===== src/design/acq_pkg.sv =====
// acquisition channel definitions
// sample, buffer and bus widths
// system bus register map
// capture state and trigger edge encodings
package acq_pkg;

  ////////////////////////////////////////
  // sample stream
  ////////////////////////////////////////

  // adc resolution
  localparam int unsigned smp_w = 14;

  // signed two's complement adc word
  typedef logic signed [smp_w-1:0] sample_t;

  // decimation factor, 0 behaves as 1
  localparam int unsigned dec_w = 8;

  typedef logic [dec_w-1:0] dec_t;

  ////////////////////////////////////////
  // capture buffer
  ////////////////////////////////////////

  // 1024 samples deep
  localparam int unsigned buf_aw = 10;

  typedef logic [buf_aw-1:0] buf_addr_t;

  ////////////////////////////////////////
  // system bus
  ////////////////////////////////////////

  // byte addressed, 32 bit words
  localparam int unsigned bus_aw = 16;
  localparam int unsigned bus_dw = 32;

  // sample i of the buffer sits at buf_base + 4*i
  localparam logic [bus_aw-1:0] buf_base = 16'h8000;

  // register offsets below the buffer window
  typedef enum logic [bus_aw-1:0] {
    // bit0 arm, bit1 abort
    REG_CTRL   = 16'h0000,
    // capture state in bits 1:0
    REG_STATUS = 16'h0004,
    REG_DEC    = 16'h0008,
    REG_LEVEL  = 16'h000C,
    REG_EDGE   = 16'h0010,
    // samples stored after the trigger
    REG_POST   = 16'h0014,
    // buffer index of the trigger sample
    REG_TPTR   = 16'h0018,
    REG_WPTR   = 16'h001C
  } reg_addr_t;

  ////////////////////////////////////////
  // capture control
  ////////////////////////////////////////

  typedef enum logic [1:0] {
    ACQ_IDLE  = 2'd0,
    ACQ_ARMED = 2'd1,
    ACQ_POST  = 2'd2,
    ACQ_DONE  = 2'd3
  } acq_state_t;

  typedef enum logic {
    TRG_RISE = 1'b0,
    TRG_FALL = 1'b1
  } trg_edge_t;

endpackage : acq_pkg


===== src/design/acq_decimator.sv =====
// sample decimator
// passes one strobed sample in every dec and registers it
`timescale 1ns/1ps

module acq_decimator (
  // clock and reset
  input  logic             bus,
  input  logic             ctl_rst,
  // phase clear, driven by the arm pulse
  input  logic             clr,
  // decimation factor
  input  acq_pkg::dec_t    dec,
  // adc stream
  input  logic             str_vld,
  input  acq_pkg::sample_t str_dat,
  // kept samples
  output logic             dec_vld,
  output acq_pkg::sample_t dec_dat
);

  import acq_pkg::*;

  ////////////////////////////////////////
  // phase counter
  ////////////////////////////////////////

  dec_t phase;
  // last phase value before wrap
  dec_t last;
  logic keep;

  // dec of 0 keeps every sample, same as 1
  assign last = (dec == '0) ? '0 : dec - 1'b1;

  // >= also covers dec lowered mid run
  assign keep = (phase >= last);

  always_ff @(posedge bus) begin
    if (ctl_rst || clr) begin
      phase <= '0;
    end else if (str_vld) begin
      if (keep) begin
        phase <= '0;
      end else begin
        phase <= phase + 1'b1;
      end
    end
  end

  ////////////////////////////////////////
  // output register
  ////////////////////////////////////////

  // strobe, one cycle after input
  always_ff @(posedge bus) begin
    if (ctl_rst || clr) begin
      dec_vld <= 1'b0;
    end else begin
      dec_vld <= str_vld && keep;
    end
  end

  // data only loads on a kept sample
  always_ff @(posedge bus) begin
    if (str_vld && keep) begin
      dec_dat <= str_dat;
    end
  end

endmodule : acq_decimator


===== config.mk =====
export PLATFORM = sky130hd
export DESIGN_NAME = acq_decimator
export DESIGN_NICKNAME = d
export VERILOG_FILES = /design/src/design/acq_pkg.sv /design/src/design/acq_decimator.sv
export SDC_FILE = /design/constraint.sdc
export NUM_CORES = 1
export LEC_CHECK = 0
export ABC_AREA = 1
export BUFFER_PORTS_ARGS = -buffer_cell sky130_fd_sc_hd__buf_4
export CAP_MARGIN = 0
export CORE_MARGIN = 10
export CORE_UTILIZATION = 40
export CTS_CLUSTER_SIZE = 20
export DETAILED_ROUTE_END_ITERATION = 12
export PLACE_DENSITY = 0.66
export SLEW_MARGIN = 20
export SYNTH_ARGS = -nofsm -noshare
export SYNTH_HDL_FRONTEND = slang
export SYNTH_SLANG_ARGS = --single-unit

===== constraint.sdc =====
create_clock -name bus -period 2.8 [get_ports bus]
set_input_delay 0.14 -clock bus [delete_from_list [all_inputs] [get_ports bus]]
set_output_delay 0.14 -clock bus [all_outputs]
set_load 0.005 [all_outputs]

* After elaboration in Yosys (flattened, before gate mapping)
Cells that the tools add are included.
** Word-level totals
- Bits in registers :: 23
- Output and inout bits :: 15
- Logic and storage cells :: 11
** Operators by class
- $add $sub $neg :: 2
- Magnitude comparators :: 1
- Mux-type cells :: 2
- Reduce and logical (&&, ||, !) cells :: 3
** Operators with widths (count)
- two-way mux 8 bit :: 2
- adder 8 x 1 -> 8 bit (second input constant) :: 1
- >= comparator 8 bit :: 1
- zero test 8 bit :: 1
- subtractor 8 x 1 -> 8 bit (second input constant) :: 1
- logical AND 1 bit :: 1
- logical OR 1 bit :: 1

* Logic depth before layout (Yosys ltp)
- Depth after elaboration :: 4
- Mapped depth :: 18
- Mapped depth without buffers :: 18

* Worst setup path after synthesis
Ideal clock, no wire load.
- Path type :: input -> register
- Start point :: input dec[0]
- End point :: register dec_dat[0] (enable)
- Arrival time :: 1793 ps
- Required time :: 2446 ps
- Path slack :: 653 ps
- Stages :: 16
- Buffers on the path :: 0
- Path through :: inv_1 ha_1 inv_1 nor2_1 nand3_2 inv_2 or2_1 ha_1 nand2_1 nor2_1 nor2_1 nand2_1 nand2_1 nand2_1 nand2_2 inv_1
** On the way
- Cells in the longest elaborated chain, start to end :: 4
- Elaborated cells on any way between the ends :: 5
** RTL lines
- from (decl) :: line acq_decimator.sv:12 : input acq_pkg::dec_t dec,
- subtractor 8 x 1 -> 8 bit / zero test 8 bit (equally long branches) :: line acq_decimator.sv:33 : assign last = (dec == '0) ? '0 : dec - 1'b1;
- two-way mux 8 bit (*) :: line acq_decimator.sv:33
- >= comparator 8 bit (*) :: line acq_decimator.sv:36 : assign keep = (phase >= last);
- logical AND 1 bit (*) :: line acq_decimator.sv:65 : if (str_vld && keep) begin
- to (signal assigned) :: line acq_decimator.sv:66 : dec_dat <= str_dat;
- to (decl) :: line acq_decimator.sv:18 : output acq_pkg::sample_t dec_dat
Every way passes the cells marked *; elsewhere a longest branch is shown, timed or not.
A chain may end at the register's enable or synchronous reset.

* Worst setup path after layout
- Start point :: input dec[0]
- End point :: register dec_dat[11] (enable)
Same word-level chain as after synthesis.

==> summary.md <==
| Metric | Value |
|---|---|
| Status | finished clean |
| Vias in the first global route | 1,049 |
| Seq/Total Area, Yosys | 0.483 |
| N_diodes | 0 |
| TritonCTS clock tree | yes |
| Root Driver | clkbuf_4 |
| Worst r2r src | phase[0] |
| Worst Max-Slew Pin Slew | 0.495 ns |
| DR vias/cell | 4.62 |
| First DRT Iteration DRCs | 46 |
| Setup violators final | 0 |
| Worst-path clk slew | 0.13 ns |
| Max Transition Viols Final | 0 |
| Setup TNS | 0 ns |
| Leakage | 0.000811 uW |
| Final std cells w/o fill | 222 |
| Sw Ratio | 0.229 |
| Largest net degree at the start of global routing | 15 |
| WS Path Type | in2reg |
| Post-CTS Resized | 0 |
| RSZ-0062 raised after global routing | no |
| #FFs+latches synth | 23 |
| Clock share of power | 0.250 |
| Power Total | 604 uW |
| First-pass GRT wire length | 4.46 mm |
| Compound-Gate Fraction of Synth Area | 0.0332 |
| CTS buffer count | 3 |
| Synth Area in Simple Gates | 0.266 |
| Final ANT Viol Nets | 0 |
| Sink Count | 23 |
| Final cell area excluding filler cells | ~1700 um2 |
| Clk_lat worst skew | 0.30 ns |
| Core ar. | between 3000 and 4000 um2 |
| Final min period | 2.14 ns |
| Number of fill cells | between 200 and 300 |
| Layout cells sized above 1 | 0.349 |
| Final Core Density | 0.580 |
| Die height | 75.7 um |
| Reg-to-Reg End | dec_dat[11] |
| P&R area growth vs syn | 40.1% |
| Maximum VDD drop | 168 uV |
| Drt first pass iters | 4 |
| Max clock buf depth | 2 |
| Setup Skew | 0.00217 ns |
| CP Max Fanout | 14 |
| Die Area | approximately 5700 um2 |
| Met1 Track Usage GR | 0.106 |
| Post-Syn Nets | 168 |
| Syn_area_per_cell | 9.41 um2 |
| Nets | 226 |
| Final period utilization | 0.765 |
| Netlist Area Pre-Place | approximately 1200 um2 |
| GRT Util Overall | 0.0970 |
| Gr ovfl total | 0 |
| Top-Level Pins | 41 |
| Post-Route WL | 2.76 mm |
| Placement row count | 20 |
| Starting density of the core | 0.414 |
| Grt met2 use | 0.175 |
| Detail Placement HPWL | 2.18 mm |
| Max-Cap Viols | 0 |
| GRT met3 Usage | 0.0260 |
| H-tree depth | 1 |
| F_max | 0.467 GHz |
| Startpoint types | primary input |
| Slew Limit Headroom | 0.669 |
| Die Span X | approximately 76 um |
| Synth warn | 0 |
| Worst Hold Launch | ctl_rst |
| Vias | slightly above 1,000 |
| Count of cell types in the netlist | 25 |
| WHS Endpoint | dec_vld |
| Net load switching power | around 140 uW |
| Initial antenna violation count | 0 |
| DRC Markers | 0 |
| Hold Path Stages | 4 |
| Largest family of logic cells by synthesized area | simple AND/OR/NAND/NOR gates |
| Buffers added on ports | 40 |
| Inst Count DP | between 200 and 250 |
| Mux share of post-synthesis cell area | 0.00806 |
| Xor and xnor fraction of the mapped netlist area | 0.0423 |
| P_int | between 400 and 500 uW |
| CP required | 2.76 ns |
| Worst path arrival time | 2.10 ns |
| Setup Fix Bufs, Post-CTS | 0 |
| Placed Area | 1570 um2 |
| Hold Crit Class | in2reg |
| Fraction of power consumed by sequential logic | 0.599 |
| Adder-Cell Fraction of Synth Area | 0.101 |
| Gr busiest metal | met2 |
| Logic pwr share | 0.150 |
| Worst setup EP type | flop |
| Register-to-Register Path Depth | 10 |
| Drt wl/cell | 12.4 um |
| Cell area power density | between 300 and 400 nW/um2 |
| R2R setup slack | 0.88 ns |
| Mapped Cells | 132 |
| Final hold vios | 0 |
| Gpl congestion | between 0.7 and 0.8 |
[Yosys cell counts, drive strengths merged]
cell type / n / area share
o22ai: 1 / 0.0050
nand3: 8 / 0.040
or2: 3 / 0.015
nand4: 1 / 0.010
mux2i: 1 / 0.0081
nor4: 1 / 0.0050
ha: 10 / 0.10
nor2: 26 / 0.10
edfxtp: 14 / 0.34
xor2: 4 / 0.028
o21ai: 2 / 0.0081
a21o: 2 / 0.012
dfxtp: 9 / 0.15
inv: 19 / 0.057
a21oi: 2 / 0.0081
xnor2: 2 / 0.014
nand2: 26 / 0.093
buf: 1 / 0.0091
[cell type report]
cell class	count	area [um2]	share of cell area
multi-input cells	89	559	0.321
well taps	33	41.3	0.0237
flip-flops and latches	23	601	0.345
inverters	19	71.3	0.0410
clock buffers	3	22.5	0.0129
repair buffers	54	440	0.253
clock inverters	1	5.00	0.00288
[critical path: stages]
cell and delay [ns]:
buf_4 0.09, inv_1 0.04, ha_1 0.22, inv_1 0.08, nor2_1 0.06, nand3_2 0.13
inv_2 0.05, or2_1 0.20, ha_1 0.29, nand2_1 0.05, nor2_1 0.09, nor2_1 0.05
nand2_1 0.05, nand2_1 0.04, nand2_1 0.06, nand2_2 0.08, inv_1 0.38
[cells by family after synthesis]
family,Yosys count
fa+ha+maj,10
buf+inv,20
flops,23
simple gates,65
compound gates,7
xor+xnor,6
mux,1
[routing by layer]
| layer | part of all wire | wire, um |
|---|---|---|
| met2 | 0.44 | 1230 |
| met1 | 0.43 | 1190 |
| met4 | 0.0098 | 27 |
| met5 | 0 | 0 |
| met3 | 0.11 | 313 |
[how the worst max path moves through the flow]
stage                      start           to  slack, ns  cells after the start
after global routing      dec[0]   dec_dat[6]       0.47                     17
after floorplan           dec[0]   dec_dat[0]       0.65                     16
after global placement    dec[0]  dec_dat[10]       0.41                     17
final                     dec[0]  dec_dat[11]       0.66                     17
after detailed placement  dec[0]  dec_dat[11]       0.31                     17
after CTS                 dec[0]  dec_dat[11]       0.65                     17
[through the flow]
stage	setup slack, ns	hold WS, ns
after floorplan	0.653	0.239
after global placement	0.409	0.318
after detailed placement	0.307	0.322
after CTS	0.648	0.000846
after global routing	0.467	0.0975
final	0.659	0.0830
[layout by cell type (no fill, tap or decap), types with 2 or more instances in the layout]
cell type / netlist / routed
nand3_1: 6 / 6
or2_1: 2 / 2
buf_4: 0 / 40
xor2_1: 4 / 4
xnor2_1: 2 / 2
o21ai_1: 2 / 2
inv_2: 4 / 4
dfxtp_1: 9 / 9
ha_1: 10 / 10
nand2_2: 4 / 4
edfxtp_1: 14 / 14
nor2_1: 16 / 16
nand3_2: 2 / 2
nand2_1: 21 / 21
a21oi_1: 2 / 2
a21o_1: 2 / 2
nor2_2: 9 / 9
inv_1: 15 / 15
dlygate4sd3_1: 0 / 14
clkbuf_4: 0 / 3
[power by group through the flow]
stage,clock network (uW),registers (uW),logic (uW)
2_1_floorplan,0,369,38.3
3_3_place_gp,0,369,72.4
3_5_place_dp,0,369,75.7
4_1_cts,157,362,90.7
5_1_grt,167,362,102
6_report,151,362,90.9
[state kept, by name, indices dropped and copies added, names as in the netlist]
name,cells
phase,8
dec_dat,14
dec_vld,1
[repair_timing]
item | CTS | global route
setup endpoints to repair | 0 | 0
hold endpoints to repair | 13 | 1
hold buffers | 13 | 1
No activity file was read; power rests on OpenSTA's default activity.
