==> src/design/acq_pkg.sv <==
// acquisition channel definitions
// sample, buffer and bus widths
// system bus register map
// capture state and trigger edge encodings
package acq_pkg;

  ////////////////////////////////////////
  // sample stream
  ////////////////////////////////////////

  // adc resolution
  localparam int unsigned smp_w = 14;

  // signed two's complement adc word
  typedef logic signed [smp_w-1:0] sample_t;

  // decimation factor, 0 behaves as 1
  localparam int unsigned dec_w = 8;

  typedef logic [dec_w-1:0] dec_t;

  ////////////////////////////////////////
  // capture buffer
  ////////////////////////////////////////

  // 1024 samples deep
  localparam int unsigned buf_aw = 10;

  typedef logic [buf_aw-1:0] buf_addr_t;

  ////////////////////////////////////////
  // system bus
  ////////////////////////////////////////

  // byte addressed, 32 bit words
  localparam int unsigned bus_aw = 16;
  localparam int unsigned bus_dw = 32;

  // sample i of the buffer sits at buf_base + 4*i
  localparam logic [bus_aw-1:0] buf_base = 16'h8000;

  // register offsets below the buffer window
  typedef enum logic [bus_aw-1:0] {
    // bit0 arm, bit1 abort
    REG_CTRL   = 16'h0000,
    // capture state in bits 1:0
    REG_STATUS = 16'h0004,
    REG_DEC    = 16'h0008,
    REG_LEVEL  = 16'h000C,
    REG_EDGE   = 16'h0010,
    // samples stored after the trigger
    REG_POST   = 16'h0014,
    // buffer index of the trigger sample
    REG_TPTR   = 16'h0018,
    REG_WPTR   = 16'h001C
  } reg_addr_t;

  ////////////////////////////////////////
  // capture control
  ////////////////////////////////////////

  typedef enum logic [1:0] {
    ACQ_IDLE  = 2'd0,
    ACQ_ARMED = 2'd1,
    ACQ_POST  = 2'd2,
    ACQ_DONE  = 2'd3
  } acq_state_t;

  typedef enum logic {
    TRG_RISE = 1'b0,
    TRG_FALL = 1'b1
  } trg_edge_t;

endpackage : acq_pkg

==> src/design/acq_trigger.sv <==
// level trigger on the kept sample stream
// rising or falling crossing, signed compare
`timescale 1ns/1ps

module acq_trigger (
  // clock and reset
  input  logic               bus,
  input  logic               ctl_rst,
  // empties the sample history
  input  logic               clr,
  // kept samples
  input  logic               dec_vld,
  input  acq_pkg::sample_t   dec_dat,
  // configuration
  input  acq_pkg::sample_t   level,
  input  acq_pkg::trg_edge_t trg_edge,
  // crossing pulse, only with dec_vld
  output logic               trg
);

  import acq_pkg::*;

  ////////////////////////////////////////
  // previous kept sample
  ////////////////////////////////////////

  sample_t prev;
  logic    prev_ok;

  always_ff @(posedge bus) begin
    if (ctl_rst || clr) begin
      prev_ok <= 1'b0;
    end else if (dec_vld) begin
      prev_ok <= 1'b1;
    end
  end

  always_ff @(posedge bus) begin
    if (dec_vld) begin
      prev <= dec_dat;
    end
  end

  ////////////////////////////////////////
  // crossing detect
  ////////////////////////////////////////

  logic rise;
  logic fall;

  // below -> at or above
  assign rise = (prev < level) && (dec_dat >= level);
  // above -> at or below
  assign fall = (prev > level) && (dec_dat <= level);

  // no history means no crossing
  assign trg = dec_vld && prev_ok && ((trg_edge == TRG_FALL) ? fall : rise);

endmodule : acq_trigger

==> config.mk <==
export PLATFORM = sky130hd
export DESIGN_NAME = acq_trigger
export DESIGN_NICKNAME = d
export VERILOG_FILES = /design/src/design/acq_pkg.sv /design/src/design/acq_trigger.sv
export SDC_FILE = /design/constraint.sdc
export NUM_CORES = 1
export LEC_CHECK = 0
export ABC_AREA = 1
export BUFFER_PORTS_ARGS = -buffer_cell sky130_fd_sc_hd__buf_2
export CAP_MARGIN = 25
export CORE_MARGIN = 2
export CORE_UTILIZATION = 56
export DETAILED_ROUTE_END_ITERATION = 7
export GPL_ROUTABILITY_DRIVEN = 1
export PLACE_DENSITY = 0.84
export SLEW_MARGIN = 20
export SYNTH_ARGS = -nofsm -noshare
export SYNTH_HDL_FRONTEND = slang
export SYNTH_SLANG_ARGS = --single-unit
==> constraint.sdc <==
create_clock -name bus -period 2.5 [get_ports bus]
set_input_delay 0.125 -clock bus [delete_from_list [all_inputs] [get_ports bus]]
set_output_delay 0.125 -clock bus [all_outputs]
set_load 0.005 [all_outputs]
* After elaboration in Yosys (flattened, before gate mapping)
Index checks and enable logic that the tools add are counted.
** Operators by class
- Magnitude comparators :: 4
- Mux-type cells :: 1
- Reduce and logical (&&, ||, !) cells :: 5
** Operator list (count)
- greater-or-equal comparator 14 bit :: 1
- > comparator 14 bit :: 1
- <= comparator 14 bit :: 1
- < comparator 14 bit :: 1
- logical AND 1 bit :: 4
- logical OR 1 bit :: 1
- two-way mux 1 bit :: 1
** Storage, ports and cells
- Register bits :: 15
- Input bits :: 33
- Output and inout port bits :: 1
- Logic and storage cells :: 12

* Logic depth before layout (Yosys ltp)
Gate-level depths: netlist (run 1).
- Depth after elaboration :: 4
- Depth in mapped cells :: 15
- Gate-level depth less buffers :: 15

* Worst setup path after synthesis (run 1)
Ideal clock, no wire load.
- Path kind :: reg-to-output
- Start :: register prev[5]
- End :: output trg
- Arrival time :: 1385 ps
- Required time :: 2375 ps
- Slack :: 990 ps
- Stages on the path, launching flop included :: 14
- Path buffers :: 0
- Cells stage by stage :: edfxtp_1 > ha_1 > nand2_1 > nor2_1 > nand2_1 > nand3_1 > nand2_1 > nand2_1 > nand2_1 > nand2_1 > nand2_1 > nand2_1 > nand2_1 > nor2_1
** On the way
- Cells in the longest elaborated chain, start to end :: 4
- Elaborated cells on any way between the ends :: 6
- Those cells by class :: order compare: 2; mux: 1; reduce/logical: 3
** Ends and longest elaborated chain
- start: declaration :: line acq_trigger.sv:27 : sample_t prev;
- start signal: assignment :: line acq_trigger.sv:40 : prev <= dec_dat;
- < comparator 14 bit or > comparator 14 bit (tied branches) :: line acq_trigger.sv:52, acq_trigger.sv:54
- logical AND 1 bit, on equally long branches :: line acq_trigger.sv:52, acq_trigger.sv:54
- two-way mux 1 bit * :: line acq_trigger.sv:57 : assign trg = dec_vld && prev_ok && ((trg_edge == TRG_FALL) ? fall : rise);
- logical AND 1 bit * :: line acq_trigger.sv:57
- end: declaration :: line acq_trigger.sv:18 : output logic trg
Mark *: on every way between the ends. The rest lies on a longest branch, timed or not.

* Final worst setup path (run 1)
Ends and elaborated chain as after synthesis.

==> results of run 1 <==
[cells in the mapped netlist]
cell / instances / area (um^2)
nor2_1: 7 / 26.3
nor3_1: 3 / 15.0
nand2_2: 2 / 12.5
inv_2: 1 / 3.75
nand2_1: 43 / 161
nor2_4: 1 / 11.3
nand3_1: 7 / 35.0
nand4_1: 2 / 12.5
inv_1: 35 / 131
a21oi_1: 9 / 45.0
nor2_2: 1 / 6.26
dfxtp_1: 1 / 20.0
edfxtp_1: 14 / 420
nand3_2: 1 / 10.0
ha_1: 28 / 350
[critical path: cells and delay by family (launching register included)]
| kind | cells | cell delay, ns |
|---|---|---|
| adder cells (fa/ha/maj) | 1 | 0.31 |
| buffers and inverters | 1 | 0.11 |
| flip-flops | 1 | 0.39 |
| AND/OR/NAND/NOR | 12 | 0.85 |
[cell families (layout without fill, tap and decap cells)]
| family | count (synthesis) | count (layout) | synth area share |
|---|---|---|---|
| AO/OA/AOI/OAI | 9 | 9 | 0.0357 |
| adder cells (fa/ha/maj) | 28 | 28 | 0.278 |
| buffers and inverters | 36 | 75 | 0.107 |
| flip-flops | 15 | 15 | 0.349 |
| AND/OR/NAND/NOR | 67 | 67 | 0.230 |
[routing by layer]
layer | up-vias | GRT usage
met5 | - | 0
met4 | 0 | 0.114
met3 | 9 | 0.0205
met2 | 34 | 0.423
met1 | 460 | 0.245
li1 | 576 | -
[flip-flops by register name, indices dropped and copies added (netlist names)]
name / flops
prev_ok: 1
prev: 14
[metrics by stage]
| step | cell area [um^2] | cells | worst slack [ns] | hold slack (ns) |
|---|---|---|---|---|
| after floorplan | 1260 | 155 | 0.990 | 0.202 |
| after global placement | 1460 | 216 | 0.790 | 0.287 |
| after detailed placement | 1460 | 216 | 0.744 | 0.292 |
| after CTS | 1510 | 222 | 0.412 | 0.0178 |
| after global routing | 1510 | 222 | 0.251 | 0.00975 |
| final | 1510 | 222 | 0.412 | 0.0166 |
[power groups by stage]
stage                     clock [mW]  sequential (mW)  combinational (mW)
after floorplan                    0            0.305               0.113
after global placement             0            0.306               0.163
after detailed placement           0            0.308               0.176
after CTS                      0.149            0.302               0.180
after global routing           0.158            0.304               0.209
final                          0.148            0.302               0.180
[path summary, 6_finish.rpt]
check             depth (start not counted)                  from              endpoint
setup / recovery                         14     prev[5]$_DFFE_PP_                   trg
hold / removal                            1            dec_dat[0]     prev[0]$_DFFE_PP_
setup reg to reg                          3  prev_ok$_SDFFE_PP0P_  prev_ok$_SDFFE_PP0P_
hold reg to reg                           3  prev_ok$_SDFFE_PP0P_  prev_ok$_SDFFE_PP0P_
[area by class of cell]
class / instances / area (um^2) / share of cell area
Multi-Input combinational cell: 104 / 686 / 0.455
Sequential cell: 15 / 440 / 0.292
Timing Repair Buffer: 35 / 185 / 0.123
Inverter: 36 / 135 / 0.0896
Tap cell: 28 / 35.0 / 0.0232
Clock buffer: 4 / 26.3 / 0.0174
==> metrics.yaml, run 1 <==
clock_network:
  clk_path_buf_depth: 2
  root_buffer: "clkbuf_4"
  cts_tree: "built"
  cts_made_buffers: 3
  postCtsSetupRepairBufs: 0
  cts_num_sinks: 15
  clkTransAtPathRegs_ns: 0.09
  cts_resized: 0
  cts_hold_buf: 2
  clock_latency_ns: 0.29
  cts-htree-levels: 1
routing:
  top_layer_used: "met4"
  drcViolationCount: 0
  vias_per_cell: 4.86
  drt_iter0_markers: 25
  num_vias: 1079
  dr.pass1.iters: 5
  wl_met1_mm: 1.11
  wirelength_mm: 2.65
  ant_nets: 0
  met3_length_um: 104
  wl_met2_mm: 1.38
  wl_per_cell_um: 11.9
floorplanning:
  die_h_um: 51.5
  fp-row-count: 17
  dieArea_mm2: 0.00265
  num_io_pins: 34
  core_area_mm2: 0.00217
  start_util: 0.581
  dieWidth_um: 51.5
power:
  p_int_uw: 436
  clkPwrFrac: 0.236
  ir_drop_mv: 0.335
  p_comb_frac: 0.285
  total_power_uw: 630
  pwr-share-seq: 0.479
  leakage_nw: 0.874
  power_switching_uw: 194
  switching_share: 0.308
  power.density_mw_per_mm2: 418
worst_setup_path:
  rrSetupSlack_ns: 1.37
  cpPeakStageDelay_ns: 0.39
  critPathMostFrequentCell: "nand2_1"
  crit_fanout: 2
  crit_path_end_kind: "output pin"
  path_class: "flop to output pin"
  crit_required_ns: 2.38
  slowest_stage: "edfxtp_1"
  arrival_ns: 1.96
  crit_path_start_kind: "flop"
  path_cells: "ha_1 -> nand2_1 -> nor2_1 -> nand2_1 -> nand3_1 -> nand2_1 -> nand2_1 -> nand2_1 -> nand2_1 -> nand2_1 -> nand2_1 -> nand2_1 -> nor2_1 -> buf_2"
sta:
  max_freq_ghz: 0.479
  period_minus_slack_ns: 2.09
  worst-slew-pin-transition_ns: 0.374
  finalSetupViolCount: 0
  clock_skew_ns: 0
  maxSlewViolCount: 0
  hold_viol_final: 0
  setup_tns_ns: 0
  period_share: 0.835
  rsz0062_at_grt: "false"
  timing.max_slew.rel_slack: 0.751
logic_synthesis:
  ys_seq_area_frac: 0.349
  syn_area_per_cell_um2: 8.14
  syn_area_mm2: 0.00126
  yosysWarnings: 0
  ys_types: 15
  yosys_register_bits: 15
  syn-num-nets: 216
  synth_cells: 155
grt:
  overflow: 0
  antenna_found_initial: 0
  grt_pass1_wl_mm: 4.37
  grt_pass1_vias: 1131
  grt_usage: 0.224
  grt_max_degree: 17
layout:
  diodes: 0
  drive_gt1_frac: 0.216
  finish.utilization: 0.695
  final_cell_mix: "nand2_1 (43), inv_1 (35), buf_2 (33)"
  fillCellCount: 178
  area_growth_syn_to_layout_pct: 19.5
  nNetsFinal: 256
  final_common_cell: "nand2_1"
placement:
  port_buffers: 33
  routabilityCongestion: 0.784
  dp_hpwl_mm: 2.19
min_path:
  hp-class: "input pin to flop"
outcome:
  outcome: "complete, no violations"
run:
  cap_violations: 0
Note: power is estimated with default switching activity, not from simulation.
==> run 2, diff against run 1 <==
Settings changed: ABC_AREA 1 to 0, CORE_UTILIZATION 56 to 46, PLACE_DENSITY 0.84 to 0.75.
Clock period 2.5 ns to 1.7 ns, I/O delays scaled along.
==> metrics.yaml, run 2 <==
logic_synthesis:
  synth_cells: 110
  syn_area_mm2: 0.00117
  netlist.area_leader.share: 0.358
  ys_seq_area_frac: 0.375
  yosysMostFrequentCell: "ha_1"
  async_flop_share: 0
  synth_area_leaders: "edfxtp_1 (36%), ha_1 (30%), inv_1 (5.8%), nand4_1 (3.7%), a21oi_1 (3.4%)"
  ys_types: 25
  ys.flop_type: "edfxtp_1"
  synth_top_cell_by_area: "edfxtp_1"
  syn-num-nets: 171
  yosys_register_bits: 15
  synthTopCellsByCount: "ha_1 (28), inv_1 (18), edfxtp_1 (14)"
  syn_area_per_cell_um2: 10.7
  yosysWarnings: 0
  synth_edf_count: 14
sta:
  period_minus_slack_ns: 2.21
  final.setup.worst_slack_ns: -0.511
  whs_ns: 0.282
  setup_tns_ns: -0.511
  hold_viol_final: 0
  clock_skew_ns: 0
  period_share: 1.30
  finalSetupViolCount: 1
  worst-slew-pin-transition_ns: 0.358
  max_freq_ghz: 0.452
  rsz0062_at_grt: "true"
  maxSlewViolCount: 0
  timing.max_slew.rel_slack: 0.759
grt:
  antenna_found_initial: 0
  grt_usage: 0.197
  grt_pass1_vias: 983
  grt_pass1_wl_mm: 4.03
  grt_max_degree: 16
  overflow: 0
layout:
  final_common_cell: "buf_2"
  largest_reg_flops: 14
  nNetsFinal: 232
  fillCellCount: 201
  largest-register: "prev"
  area_growth_syn_to_layout_pct: 41.4
  top_regs: "prev (14), prev_ok (1)"
  stdcell_count: 200
  final_cell_mix: "buf_2 (33), ha_1 (25), inv_1 (18)"
  drive_gt1_frac: 0.306
  diodes: 0
min_path:
  worstHoldEndpoint: "prev[5]$_DFFE_PP_"
  min_from: "dec_vld"
  whs_path_depth: 2
  hp-class: "input pin to flop"
worst_setup_path:
  crit_path_start_kind: "flop"
  rrSetupSlack_ns: 0.55
  timing.rr.end: "prev_ok$_SDFFE_PP0P_"
  arrival_ns: 2.13
  crit_path_end_kind: "output pin"
  path_class: "flop to output pin"
  crit_required_ns: 1.62
  regToRegStartpoint: "prev_ok$_SDFFE_PP0P_"
  crit_fanout: 3
  r2r.worst_path.cells: 3
placement:
  place_ws_ns: -0.244
  dpl.cell_count: 180
  port_buffers: 33
  dp_hpwl_mm: 1.94
  routabilityCongestion: 0.760
clock_network:
  root_buffer: "clkbuf_4"
  clock_latency_ns: 0.30
  cts_tree: "built"
  clkTransAtPathRegs_ns: 0.10
  cts_made_buffers: 3
  cts_num_sinks: 15
  clk_path_buf_depth: 2
  cts-htree-levels: 1
routing:
  wl_per_cell_um: 13.1
  drcViolationCount: 0
  wirelength_mm: 2.62
  vias_per_cell: 5.11
  drt_iter0_markers: 7
  dr.pass1.iters: 5
  ant_nets: 0
  num_vias: 1022
outcome:
  failed_checks: "negative setup slack"
  outcome: "finished with violations"
floorplanning:
  core_area_mm2: 0.00245
  dieArea_mm2: 0.00297
  dieWidth_um: 54.5
  die_h_um: 54.5
  start_util: 0.479
  num_io_pins: 34
  fp-row-count: 18
run:
  cap_violations: 0
power:
  leakage_nw: 0.810
  power.density_mw_per_mm2: 580
  ir_drop_mv: 0.389
==> run 2: changes by cell type in the layout (fill, tap and decap cells not counted), sizes merged, moves of 2 or more <==
cell         before  now
nand2            45    5
inv              36   18
dlygate4sd3       2   16
buf              33   40
nand3             8    3
nand4             2    7
a21o              0    4
nor2              9    5
nor2b             0    2
==> run 2: cell type report <==
class,count,area [um^2],area share
Multi-Input combinational cell,77,711,0.428
Clock inverter,1,5.00,0.00301
Clock buffer,3,22.5,0.0136
Sequential cell,15,440,0.265
Timing Repair Buffer,56,378,0.227
Tap cell,30,37.5,0.0226
Inverter,18,67.6,0.0407
==> run 2: critical path: stages, from the launching register on <==
cell	delay, ns
edfxtp_1	0.43
ha_4	0.24
a21oi_2	0.11
nand2_1	0.06
a221o_1	0.33
a211oi_2	0.26
nor2_1	0.06
a32o_1	0.20
buf_2	0.12
==> run 2: timing repair <==
action / in CTS / in global routing
hold buffers: 16 / 0
gates resized for setup: 2 / 3
endpoints found under the hold margin: 15 / 0
buffers inserted: 0 / 0
pin swaps: 4 / 1
endpoints found under the setup margin: 1 / 1
==> run 2: worst max path at each step <==
stage | start | endpoint | slack (ns) | cells after the start
CTS | prev[11]$_DFFE_PP_ | trg | -0.50 | 8
global placement | prev[4]$_DFFE_PP_ | trg | -0.17 | 8
global route | prev[4]$_DFFE_PP_ | trg | -0.62 | 8
finish | prev[4]$_DFFE_PP_ | trg | -0.51 | 8
floorplan | prev[4]$_DFFE_PP_ | trg | -0.02 | 7
detailed placement | prev[4]$_DFFE_PP_ | trg | -0.24 | 8
==> run 2: report_power, final <==
group | total, mW | internal (mW) | switching (mW)
combinational | 0.304 | 0.163 | 0.141
clock | 0.213 | 0.0877 | 0.125
sequential | 0.446 | 0.435 | 0.0119
total | 0.963 | 0.685 | 0.279
==> run 2: per-layer routing <==
metal,share of wire,vias to the layer above,track usage
li1,-,533,-
met1,0.43,460,0.214
met2,0.51,24,0.371
met3,0.043,5,0.0301
met4,0.021,0,0.0875
met5,0,-,0
==> run 2: stage by stage <==
stage	cell area, um^2	util	power (mW)
2_1_floorplan	1170	-	0.603
3_3_place_gp	1430	0.583	0.699
3_5_place_dp	1430	0.583	0.710
4_1_cts	1640	0.669	0.954
5_1_grt	1660	0.677	1.02
6_report	1660	0.677	0.963
==> run 2: logic make-up (layout without fill, tap and decap cells) <==
group | after synthesis | count (layout) | synth area share
adder cells (fa/ha/maj) | 28 | 28 | 0.298
AND/OR/NAND/NOR | 27 | 27 | 0.119
AO/OA/AOI/OAI | 22 | 22 | 0.150
buffers and inverters | 18 | 78 | 0.0575
flip-flops | 15 | 15 | 0.375
