`config.mk`:
```
export PLATFORM = sky130hd
export DESIGN_NAME = acq_regs
export DESIGN_NICKNAME = d
export VERILOG_FILES = /design/src/design/acq_pkg.sv /design/src/design/acq_regs.sv
export SDC_FILE = /design/constraint.sdc
export NUM_CORES = 1
export LEC_CHECK = 0
export ABC_AREA = 1
export BUFFER_PORTS_ARGS = -buffer_cell sky130_fd_sc_hd__buf_2
export CAP_MARGIN = 20
export CORE_MARGIN = 5
export CORE_UTILIZATION = 37
export CTS_BUF_LIST = sky130_fd_sc_hd__clkbuf_4
export CTS_CLUSTER_SIZE = 14
export DETAILED_ROUTE_END_ITERATION = 10
export PLACE_DENSITY = 0.8
export RECOVER_POWER = 100
export SETUP_SLACK_MARGIN = 0.05
export SKIP_LAST_GASP = 1
export SYNTH_ARGS = -nofsm -noshare
export SYNTH_HDL_FRONTEND = slang
export SYNTH_SLANG_ARGS = --single-unit
```
`constraint.sdc`:
```
create_clock -name bus -period 2.9 [get_ports bus]
set_clock_uncertainty 0.05 [all_clocks]
set_input_delay 0.145 -clock bus [delete_from_list [all_inputs] [get_ports bus]]
set_output_delay 0.145 -clock bus [all_outputs]
set_load 0.01 [all_outputs]
```
`src/design/acq_pkg.sv`:
```
// acquisition channel definitions
// sample, buffer and bus widths
// system bus register map
// capture state and trigger edge encodings
package acq_pkg;

  ////////////////////////////////////////
  // sample stream
  ////////////////////////////////////////

  // adc resolution
  localparam int unsigned smp_w = 14;

  // signed two's complement adc word
  typedef logic signed [smp_w-1:0] sample_t;

  // decimation factor, 0 behaves as 1
  localparam int unsigned dec_w = 8;

  typedef logic [dec_w-1:0] dec_t;

  ////////////////////////////////////////
  // capture buffer
  ////////////////////////////////////////

  // 1024 samples deep
  localparam int unsigned buf_aw = 10;

  typedef logic [buf_aw-1:0] buf_addr_t;

  ////////////////////////////////////////
  // system bus
  ////////////////////////////////////////

  // byte addressed, 32 bit words
  localparam int unsigned bus_aw = 16;
  localparam int unsigned bus_dw = 32;

  // sample i of the buffer sits at buf_base + 4*i
  localparam logic [bus_aw-1:0] buf_base = 16'h8000;

  // register offsets below the buffer window
  typedef enum logic [bus_aw-1:0] {
    // bit0 arm, bit1 abort
    REG_CTRL   = 16'h0000,
    // capture state in bits 1:0
    REG_STATUS = 16'h0004,
    REG_DEC    = 16'h0008,
    REG_LEVEL  = 16'h000C,
    REG_EDGE   = 16'h0010,
    // samples stored after the trigger
    REG_POST   = 16'h0014,
    // buffer index of the trigger sample
    REG_TPTR   = 16'h0018,
    REG_WPTR   = 16'h001C
  } reg_addr_t;

  ////////////////////////////////////////
  // capture control
  ////////////////////////////////////////

  typedef enum logic [1:0] {
    ACQ_IDLE  = 2'd0,
    ACQ_ARMED = 2'd1,
    ACQ_POST  = 2'd2,
    ACQ_DONE  = 2'd3
  } acq_state_t;

  typedef enum logic {
    TRG_RISE = 1'b0,
    TRG_FALL = 1'b1
  } trg_edge_t;

endpackage : acq_pkg

```
`src/design/acq_regs.sv`:
```
// system bus register decoder
// configuration registers, command pulses, status
// buffer window access and read data mux
`timescale 1ns/1ps

module acq_regs (
  // clock and reset
  input  logic                           bus,
  input  logic                           ctl_rst,
  // system bus
  input  logic [acq_pkg::bus_aw-1:0]     bus_addr,
  input  logic                           bus_wen,
  input  logic                           bus_ren,
  input  logic [acq_pkg::bus_dw-1:0]     bus_wdata,
  output logic [acq_pkg::bus_dw-1:0]     bus_rdata,
  output logic                           bus_ack,
  output logic                           bus_err,
  // configuration
  output acq_pkg::dec_t                  dec,
  output acq_pkg::sample_t               level,
  output acq_pkg::trg_edge_t             trg_edge,
  output acq_pkg::buf_addr_t             post,
  output logic                           arm,
  output logic                           abort,
  // status
  input  acq_pkg::acq_state_t            state,
  input  acq_pkg::buf_addr_t             tptr,
  input  acq_pkg::buf_addr_t             wptr,
  // buffer read port
  output logic                           buf_ren,
  output acq_pkg::buf_addr_t             buf_raddr,
  input  acq_pkg::sample_t               buf_rdata
);

  import acq_pkg::*;

  ////////////////////////////////////////
  // address decode
  ////////////////////////////////////////

  logic                buf_hit;
  logic                reg_hit;
  logic [bus_dw-1:0]   reg_val;
  logic                wr_ctrl;

  // 4 KiB window at buf_base, one sample per word
  assign buf_hit = (bus_addr[bus_aw-1:buf_aw+2] == buf_base[bus_aw-1:buf_aw+2]);
  assign buf_raddr = bus_addr[buf_aw+1:2];
  assign buf_ren   = bus_ren && buf_hit;

  // register hit and read value
  always_comb begin
    reg_hit = 1'b1;
    reg_val = '0;
    case (reg_addr_t'(bus_addr))
      REG_CTRL:   reg_val = '0;
      REG_STATUS: reg_val = bus_dw'(state);
      REG_DEC:    reg_val = bus_dw'(dec);
      REG_LEVEL:  reg_val = {{(bus_dw-smp_w){level[smp_w-1]}}, level};
      REG_EDGE:   reg_val = bus_dw'(trg_edge);
      REG_POST:   reg_val = bus_dw'(post);
      REG_TPTR:   reg_val = bus_dw'(tptr);
      REG_WPTR:   reg_val = bus_dw'(wptr);
      default:    reg_hit = 1'b0;
    endcase
  end

  ////////////////////////////////////////
  // commands and configuration
  ////////////////////////////////////////

  assign wr_ctrl = bus_wen && (bus_addr == REG_CTRL);
  // same cycle as the write
  assign arm     = wr_ctrl && bus_wdata[0];
  assign abort   = wr_ctrl && bus_wdata[1];

  always_ff @(posedge bus) begin
    if (ctl_rst) begin
      dec      <= dec_t'(1);
      level    <= '0;
      trg_edge <= TRG_RISE;
      post     <= '0;
    end else if (bus_wen && !buf_hit) begin
      case (reg_addr_t'(bus_addr))
        REG_DEC:   dec      <= bus_wdata[dec_w-1:0];
        REG_LEVEL: level    <= bus_wdata[smp_w-1:0];
        REG_EDGE:  trg_edge <= trg_edge_t'(bus_wdata[0]);
        REG_POST:  post     <= bus_wdata[buf_aw-1:0];
        // ctrl pulses, read only and unmapped ignored
        default:   post     <= post;
      endcase
    end
  end

  ////////////////////////////////////////
  // response
  ////////////////////////////////////////

  logic              buf_sel;
  logic [bus_dw-1:0] reg_rdata;

  always_ff @(posedge bus) begin
    if (ctl_rst) begin
      bus_ack <= 1'b0;
      bus_err <= 1'b0;
      buf_sel <= 1'b0;
    end else begin
      bus_ack <= bus_wen || bus_ren;
      // buffer is read only, unmapped offsets fault
      bus_err <= (bus_wen && buf_hit) || ((bus_wen || bus_ren) && !buf_hit && !reg_hit);
      buf_sel <= bus_ren && buf_hit;
    end
  end

  always_ff @(posedge bus) begin
    if (bus_ren && reg_hit) begin
      reg_rdata <= reg_val;
    end
  end

  // samples come back sign extended
  assign bus_rdata = buf_sel ? {{(bus_dw-smp_w){buf_rdata[smp_w-1]}}, buf_rdata} : reg_rdata;

endmodule : acq_regs

```
; ---- After elaboration in Yosys (flattened, before gate mapping)
; Index checks and enable logic that the tools add are counted.
[word_totals]
regBits = 68
latch_bits = 0
ramBits = 0
rom_bits = 0
memories = 0
[op_classes]
addsub = 0
mul = 0
div_mod_pow = 0
n_lt_le_gt_ge = 0
n_eq_ne = 8
shift = 0
n_mux = 3
n_bitwise = 0
reduce_logical = 19
[ops]
columns = op, count
row1 = one-hot mux 32 bit (7 select lines), 1
row2 = "== test 16 x 5 -> 1 bit, second input constant", 4
row3 = "== test 16 x 4 -> 1 bit, second input constant", 2
row4 = 2-to-1 mux 32 bit, 1
row5 = "== test 16 x 3 -> 1 bit, second input constant", 1
row6 = zero test 16 bit, 1
row7 = logical AND 1 bit, 9
row8 = AND reduction 2 bit, 4
row9 = OR reduction 8 bit, 1
row10 = "== test 4 bit, second input constant", 1
row11 = zero test 1 bit, 2
row12 = logical OR 1 bit, 2
row13 = 2-to-1 mux 1 bit, 1

; ---- Longest topological paths before layout
; Gate-level depths: netlist of the first run.
[logic_depth]
depth_word = 6
mapped_depth = 10
ltp_nobuf = 10

; ---- Least setup slack after synthesis of the first run
; Ideal clock, no wire load.
[synth_timing]
path_type = input -> register
from = input port bus_addr[13] (netlist bit)
to = register reg_rdata[0] (enable)
arrival_ps = 1580
setup_slack_ps = 880
path_stages = 8
n_path_buf = 1
path_cell_list = nor2_1 > nand2_1 > nor2_4 > buf_6 > nand2_2 > nand2_1 > nor2_1 > a21oi_1
[synth_via]
elab_chain_cells = 4
[synth_rtl]
columns = element, line_no
row1 = "start, declared", acq_regs.sv:11  ; input logic [acq_pkg::bus_aw-1:0] bus_addr,
row2 = == test 16 x 5 -> 1 bit (tied with other cells), acq_regs.sv:55  ; case (reg_addr_t'(bus_addr))
row3 = OR reduction 8 bit (no line) (*), -
row4 = 2-to-1 mux 1 bit (*), acq_regs.sv:55
row5 = logical AND 1 bit (*), acq_regs.sv:116  ; if (bus_ren && reg_hit) begin
row6 = "end signal, assigned", acq_regs.sv:117  ; reg_rdata <= reg_val;
row7 = "end, declared", acq_regs.sv:100  ; logic [bus_dw-1:0] reg_rdata;
; Mark *: on every way between the ends. The rest lies on a longest branch, timed or not.
; A chain may end at the register's enable or synchronous reset.

; ---- Worst setup path in the final report of the first run
[layout_timing]
from = register buf_sel
to = output port bus_rdata[13] (netlist bit)
[layout_via]
elab_chain_cells = 1
[layout_rtl]
columns = element, line_no
row1 = "start, declared", acq_regs.sv:99  ; logic buf_sel;
row2 = "start signal, assigned", acq_regs.sv:111  ; buf_sel <= bus_ren && buf_hit;
row3 = 2-to-1 mux 32 bit, acq_regs.sv:122  ; assign bus_rdata = buf_sel ? {{(bus_dw-smp_w){buf_rdata[smp_w-1]}}, buf_rdata} : reg_rdata;
row4 = "end, declared", acq_regs.sv:15  ; output logic [acq_pkg::bus_dw-1:0] bus_rdata,
; Every way passes these cells.

==> impl_metrics.yaml, run 1 <==
synthesis:
  synth_cells: 377
  syn_avg_cell_area_um2: 7.474
  syn-cell-area_um2: 2818
  synth_seq_cells: 50
  yosys.area.top_type_share: 0.2558
  synth_area_leaders: "dfxtp_1 26%, edfxtp_1 15%, nor2_1 11%"
  ys_types: 26
  ys_seq_area_frac: 0.4050
  synth_top_area_cell: "dfxtp_1"
  syn_nets: 465
  yosysWarnings: 0
sta:
  setup_viol: 0
  tightest_slew_ns: 0.7202
  rsz0062_at_grt: "false"
  finalCriticalPeriod_ns: 2.094
  tns_ns: 0
  layout_worst_path_cycle_share: 0.7220
  final-hold-violation-count: 0
  max_freq_mhz: 477.6
  slew_viol_final: 0
  slew_headroom: 0.5193
setup_path:
  crit_type: "reg2out"
  crit_chain: "mux2_1, buf_2"
  cp_num_buf_inv: 1
  critical_path.slowest_cell: "dfxtp_1"
  cpPeakStageDelay_ns: 0.72
  worst_setup_path_start_kind: "flop"
  endpoint_kind: "primary output"
  cp_top_family: "flip-flops"
  cp_data_required_time_ns: 2.71
  path_max_fanout: 19
  worstPathArrival_ns: 1.90
global_routing:
  grt_max_degree: 27
  track_usage: 0.1772
  antenna_found_initial: 0
  grt_pass1_vias: 2798
  grt_first_pass_wirelength_um: 13720
  overflow: 0
final_layout:
  mostFrequentLayoutCells: "86 x nor2_1, 81 x clkbuf_1, 80 x nand2_1"
  nFillCells: 780
  fin_nets: 597
  final_common_cell: "nor2_1"
  area_growth_syn_to_layout_pct: 22.65
  drive_gt1_frac: 0.2118
  antennaDiodeCount: 0
outcome:
  status: "completed"
route:
  dr.pass1.iters: 4
  drtAntennaViolNets: 0
  drc: 0
  wl_um: 8788
  vias: 2842
  viasPerCell: 4.667
  wl_per_cell_um: 14.43
  drt_iter0_drc: 163
place:
  hpwl_um: 7040
  io_buffers: 149
  place.gp.congestion: 0.9038
cts:
  ctsRootBufferMaster: "clkbuf_4"
  numCtsBuffers: 5
  cts_resized: 0
  cts.sinks: 50
  cts_hold_buf: 11
  insertion_delay_ns: 0.38
  cts_tree: "yes"
  clk_path_buf_depth: 2
  cts_setup_buffers: 0
  h-tree-depth: 2
  clkSlewWorstSetupHoldPaths_ns: 0.14
worst_hold_path:
  hp-class: "in2reg"
floorplanning:
  core_region_area_um2: 7331
  ios: 168
  fp.dieW_um: 97.27
  fp.dieH_um: 97.27
  dieArea_um2: 9460
  rows: 31
  initial_core_util: 0.3844
pwr:
  total_power_mw: 1.148
  ir_worst_vdd_mv: 0.1841
  clkPwrFrac: 0.273
  p_switching_mw: 0.2857
  p_sw_frac: 0.2489
  combPwrFrac: 0.103
  pwr-share-seq: 0.624
  p_leak_nw: 1.521
  power_density_nw_per_um2: 332.3
  p_int_mw: 0.8625
flow_run:
  cap_violations: 0
[per-stage QoR]
stage	hold WS [ns]	setup slack (ns)	area [µm²]	util	std cells
floorplan	0.2299	0.8800	2818	-	377
global placement	0.3166	0.8448	3430	0.4678	590
detailed placement	0.3299	0.7949	3430	0.4678	590
CTS	0.002688	0.8717	3592	0.4900	609
global route	0.001369	0.6522	3456	0.4714	609
finish	0.0003428	0.8061	3456	0.4714	609
[cells by family (layout without fill, tap and decap cells)]
family / Yosys count / after routing / synth area share
multiplexers: 14 / 14 / 0.05595
AO/OA/AOI/OAI: 38 / 38 / 0.07016
flip-flops: 50 / 50 / 0.4050
AND/OR/NAND/NOR: 210 / 210 / 0.3335
buffers and inverters: 65 / 198 / 0.1354
[flip-flops by register name, indices dropped and copies added (netlist names)]
name       flops
level         14
bus_ack        1
post          10
buf_sel        1
dec            8
reg_rdata     14
trg_edge       1
bus_err        1
[path summary, 6_finish.rpt]
| check | startpoint | to | slack [ns] | depth (start not counted) |
|---|---|---|---|---|
| max | buf_sel | bus_rdata[13] | 0.81 | 2 |
| min | bus_wdata[3] | dec[3] | 0.0003 | 3 |
| max reg2reg | post[0] | reg_rdata[0] | 1.87 | 4 |
| min reg2reg | dec[2] | dec[2] | 0.45 | 2 |
[power by group through the flow]
stage,registers [mW],clock network [mW],logic [mW]
after floorplan,0.733,0,0.0466
after global placement,0.732,0,0.109
after detailed placement,0.732,0,0.110
after CTS,0.717,0.316,0.122
after global routing,0.717,0.341,0.128
final,0.717,0.313,0.118
[final cells by class]
class | count | area (µm²) | share of cell area
Inverter | 27 | 101.3 | 0.02933
Clock inverter | 3 | 15.01 | 0.004345
Multi-Input combinational cell | 262 | 1262 | 0.3653
Tap cell | 99 | 123.9 | 0.03584
Clock buffer | 5 | 37.54 | 0.01086
Timing Repair Buffer | 163 | 774.5 | 0.2241
Sequential cell | 50 | 1141 | 0.3302
[cell usage after synthesis (all sizes together)]
cell type	instances
o211ai	1
clkinv	1
edfxtp	14
nand2	86
mux2	14
nand4	3
nand3b	1
inv	26
buf	35
nand3	23
clkbuf	3
o21ai	29
nor2	95
a21oi	8
dfxtp	36
nor3	2
[worst min-delay path, stage by stage]
cell and delay, ns:
buf_2 0.13, nand2_1 0.07, a21oi_1 0.06
[routing by layer]
layer / vias to the layer above / global-route usage / part of all wire
met2: 123 / 0.3158 / 0.49
met4: 0 / 0.06283 / 0.024
li1: 1439 / - / -
met1: 1259 / 0.2035 / 0.41
met5: - / 0 / 0
met3: 21 / 0.04738 / 0.082
Note: power is estimated with default switching activity, not from simulation.
==> run 2, diff against run 1 <==
--- a/config.mk
+++ b/config.mk
@@ -13,7 +13,7 @@
 export CTS_BUF_LIST = sky130_fd_sc_hd__clkbuf_4
 export CTS_CLUSTER_SIZE = 14
 export DETAILED_ROUTE_END_ITERATION = 10
-export PLACE_DENSITY = 0.8
+export PLACE_DENSITY = 0.83
 export RECOVER_POWER = 100
 export SETUP_SLACK_MARGIN = 0.05
 export SKIP_LAST_GASP = 1
==> constraint.sdc (replaced) <==
create_clock -name bus -period 1.7 [get_ports bus]
set_clock_uncertainty 0.05 [all_clocks]
set_input_delay 0.085 -clock bus [delete_from_list [all_inputs] [get_ports bus]]
set_output_delay 0.085 -clock bus [all_outputs]
set_load 0.01 [all_outputs]
==> run 2 against run 1 <==
Design area is 6.3% higher. Sequential power up 70%. Clock power increased by 69%. Highest routed layer unchanged.
==> impl_metrics.yaml, run 2 (same netlist as run 1, synthesis figures left out) <==
cts:
  h-tree-depth: 2
  cts_setup_buffers: 0
  clkSlewWorstSetupHoldPaths_ns: 0.14
  cts_tree: "yes"
  cts.sinks: 50
  numCtsBuffers: 5
  clk_path_buf_depth: 2
  ctsRootBufferMaster: "clkbuf_4"
  insertion_delay_ns: 0.37
global_routing:
  grt_pass1_vias: 2883
  track_usage: 0.1846
  grt_first_pass_wirelength_um: 14300
  grt_max_degree: 27
  antenna_found_initial: 0
  overflow: 0
floorplanning:
  fp.dieH_um: 97.27
  core_region_area_um2: 7331
  ios: 168
  rows: 31
  dieArea_um2: 9460
  fp.dieW_um: 97.27
  initial_core_util: 0.3844
final_layout:
  fin_nets: 617
  mostFrequentLayoutCells: "83 x nor2_1, 81 x clkbuf_1, 79 x nand2_1"
  antennaDiodeCount: 0
  largestRegisters: "level (14), reg_rdata (14), post (10)"
  utilization: 0.5009
  drive_gt1_frac: 0.2415
  area_growth_syn_to_layout_pct: 30.33
  nFillCells: 774
  seqCellArea_um2: 1142
  final_common_cell: "nor2_1"
  multi_input_area_um2: 1297
place:
  io_buffers: 149
  hpwl_um: 7127
  place.gp.congestion: 0.9084
  place_ws_ns: 0.04818
sta:
  max_freq_mhz: 629.1
  slew_headroom: 0.7088
  tightest_slew_ns: 0.4368
  rsz0062_at_grt: "true"
  layout_worst_path_cycle_share: 0.9351
  tns_ns: 0
  setup_ws_ns: 0.1104
  final-hold-violation-count: 0
  setup_viol: 0
  finalCriticalPeriod_ns: 1.590
  slew_viol_final: 0
pwr:
  combPwrFrac: 0.113
  p_leak_nw: 1.642
  p_sw_frac: 0.2399
  power_density_nw_per_um2: 537.8
  total_power_mw: 1.975
  p_switching_mw: 0.4739
  clkPwrFrac: 0.269
  pwr-share-seq: 0.619
  ir_worst_vdd_mv: 0.2378
  p_int_mw: 1.501
route:
  wl_um: 8955
  viasPerCell: 4.730
  drtAntennaViolNets: 0
  vias: 2975
  wl_per_cell_um: 14.24
  drt_iter0_drc: 154
  drc: 0
  dr.pass1.iters: 5
worst_hold_path:
  hp-class: "in2reg"
setup_path:
  worst_setup_path_start_kind: "flop"
  crit_chain: "buf_4, mux2_2, buf_2"
  crit_start: "buf_sel"
  endpoint_kind: "primary output"
  crit_type: "reg2out"
  worstPathArrival_ns: 1.45
  ff2ff_path_depth: 3
  path_max_fanout: 8
  cp_data_required_time_ns: 1.56
  critical_path.slowest_cell: "dfxtp_2"
  timing.rr.start: "level[9]"
  cpPeakStageDelay_ns: 0.46
  reg2reg_slack_ns: 0.32
  r2r-end: "reg_rdata[9]"
  cp-endpoint: "bus_rdata[6]"
flow_run:
  cap_violations: 0
outcome:
  status: "completed"
==> run 2: cell count changes in the layout (fill, tap and decap cells not counted), moves of 3 or more <==
cell	change
o21ai_0	+4
buf_4	+6
clkbuf_2	+3
nor2_1	-3
o21ai_1	-4
dlygate4sd3_1	+9
==> run 2: what timing repair did <==
| item | 4_1_cts | 5_1_grt |
|---|---|---|
| hold endpoints to repair | 36 | 0 |
| gates resized for setup | 1 | 4 |
| setup endpoints to repair | 28 | 20 |
| hold buffers | 20 | 0 |
==> run 2: per-layer routing <==
metal  GRT usage  vias to the layer above  routed length [µm]
met5           0                        -                   0
met4     0.05112                        0                 189
met3     0.04594                       23                 697
met2      0.3264                      125                4541
met1      0.2221                     1348                3527
li1            -                     1479                   -
==> run 2: critical path: cells and delay by family, from the launching register on <==
family,cells,cell delay [ns]
multiplexers,1,0.32
flip-flops,1,0.46
buffers and inverters,2,0.30
==> run 2: how the worst min path moves through the flow <==
stage / start / end / slack (ns) / cells past startpoint
after floorplan: bus_wdata[0] / post[0] / 0.17 / 2
after global placement: bus_wdata[11] / level[11] / 0.26 / 3
after detailed placement: bus_wdata[12] / level[12] / 0.27 / 3
after CTS: wptr[8] / reg_rdata[8] / 0.007 / 3
after global routing: state[1] / reg_rdata[1] / 0.03 / 5
final: state[1] / reg_rdata[1] / 0.02 / 5
==> run 2: power groups by stage <==
stage	registers [mW]	logic (mW)	clock network, mW
4_1_cts	1.22	0.227	0.539
5_1_grt	1.22	0.241	0.594
6_report	1.22	0.222	0.530
3_5_place_dp	1.25	0.192	0
3_3_place_gp	1.25	0.189	0
2_1_floorplan	1.25	0.0801	0
==> run 2: layout make-up <==
class,count,share of cell area
Timing Repair Buffer,183,0.2586
Inverter,27,0.02862
Multi-Input combinational cell,262,0.3533
Sequential cell,50,0.3111
Clock inverter,2,0.002385
Clock buffer,6,0.01227
Tap cell,99,0.03373
==> run 2: per-stage QoR <==
stage                     area [µm²]  hold slack (ns)  cells
final                           3672          0.01675    629
after CTS                       3804         0.007115    629
after detailed placement        3548           0.2669    601
after global placement          3548           0.2570    601
after floorplan                 2829           0.1699    377
after global routing            3672          0.02999    629
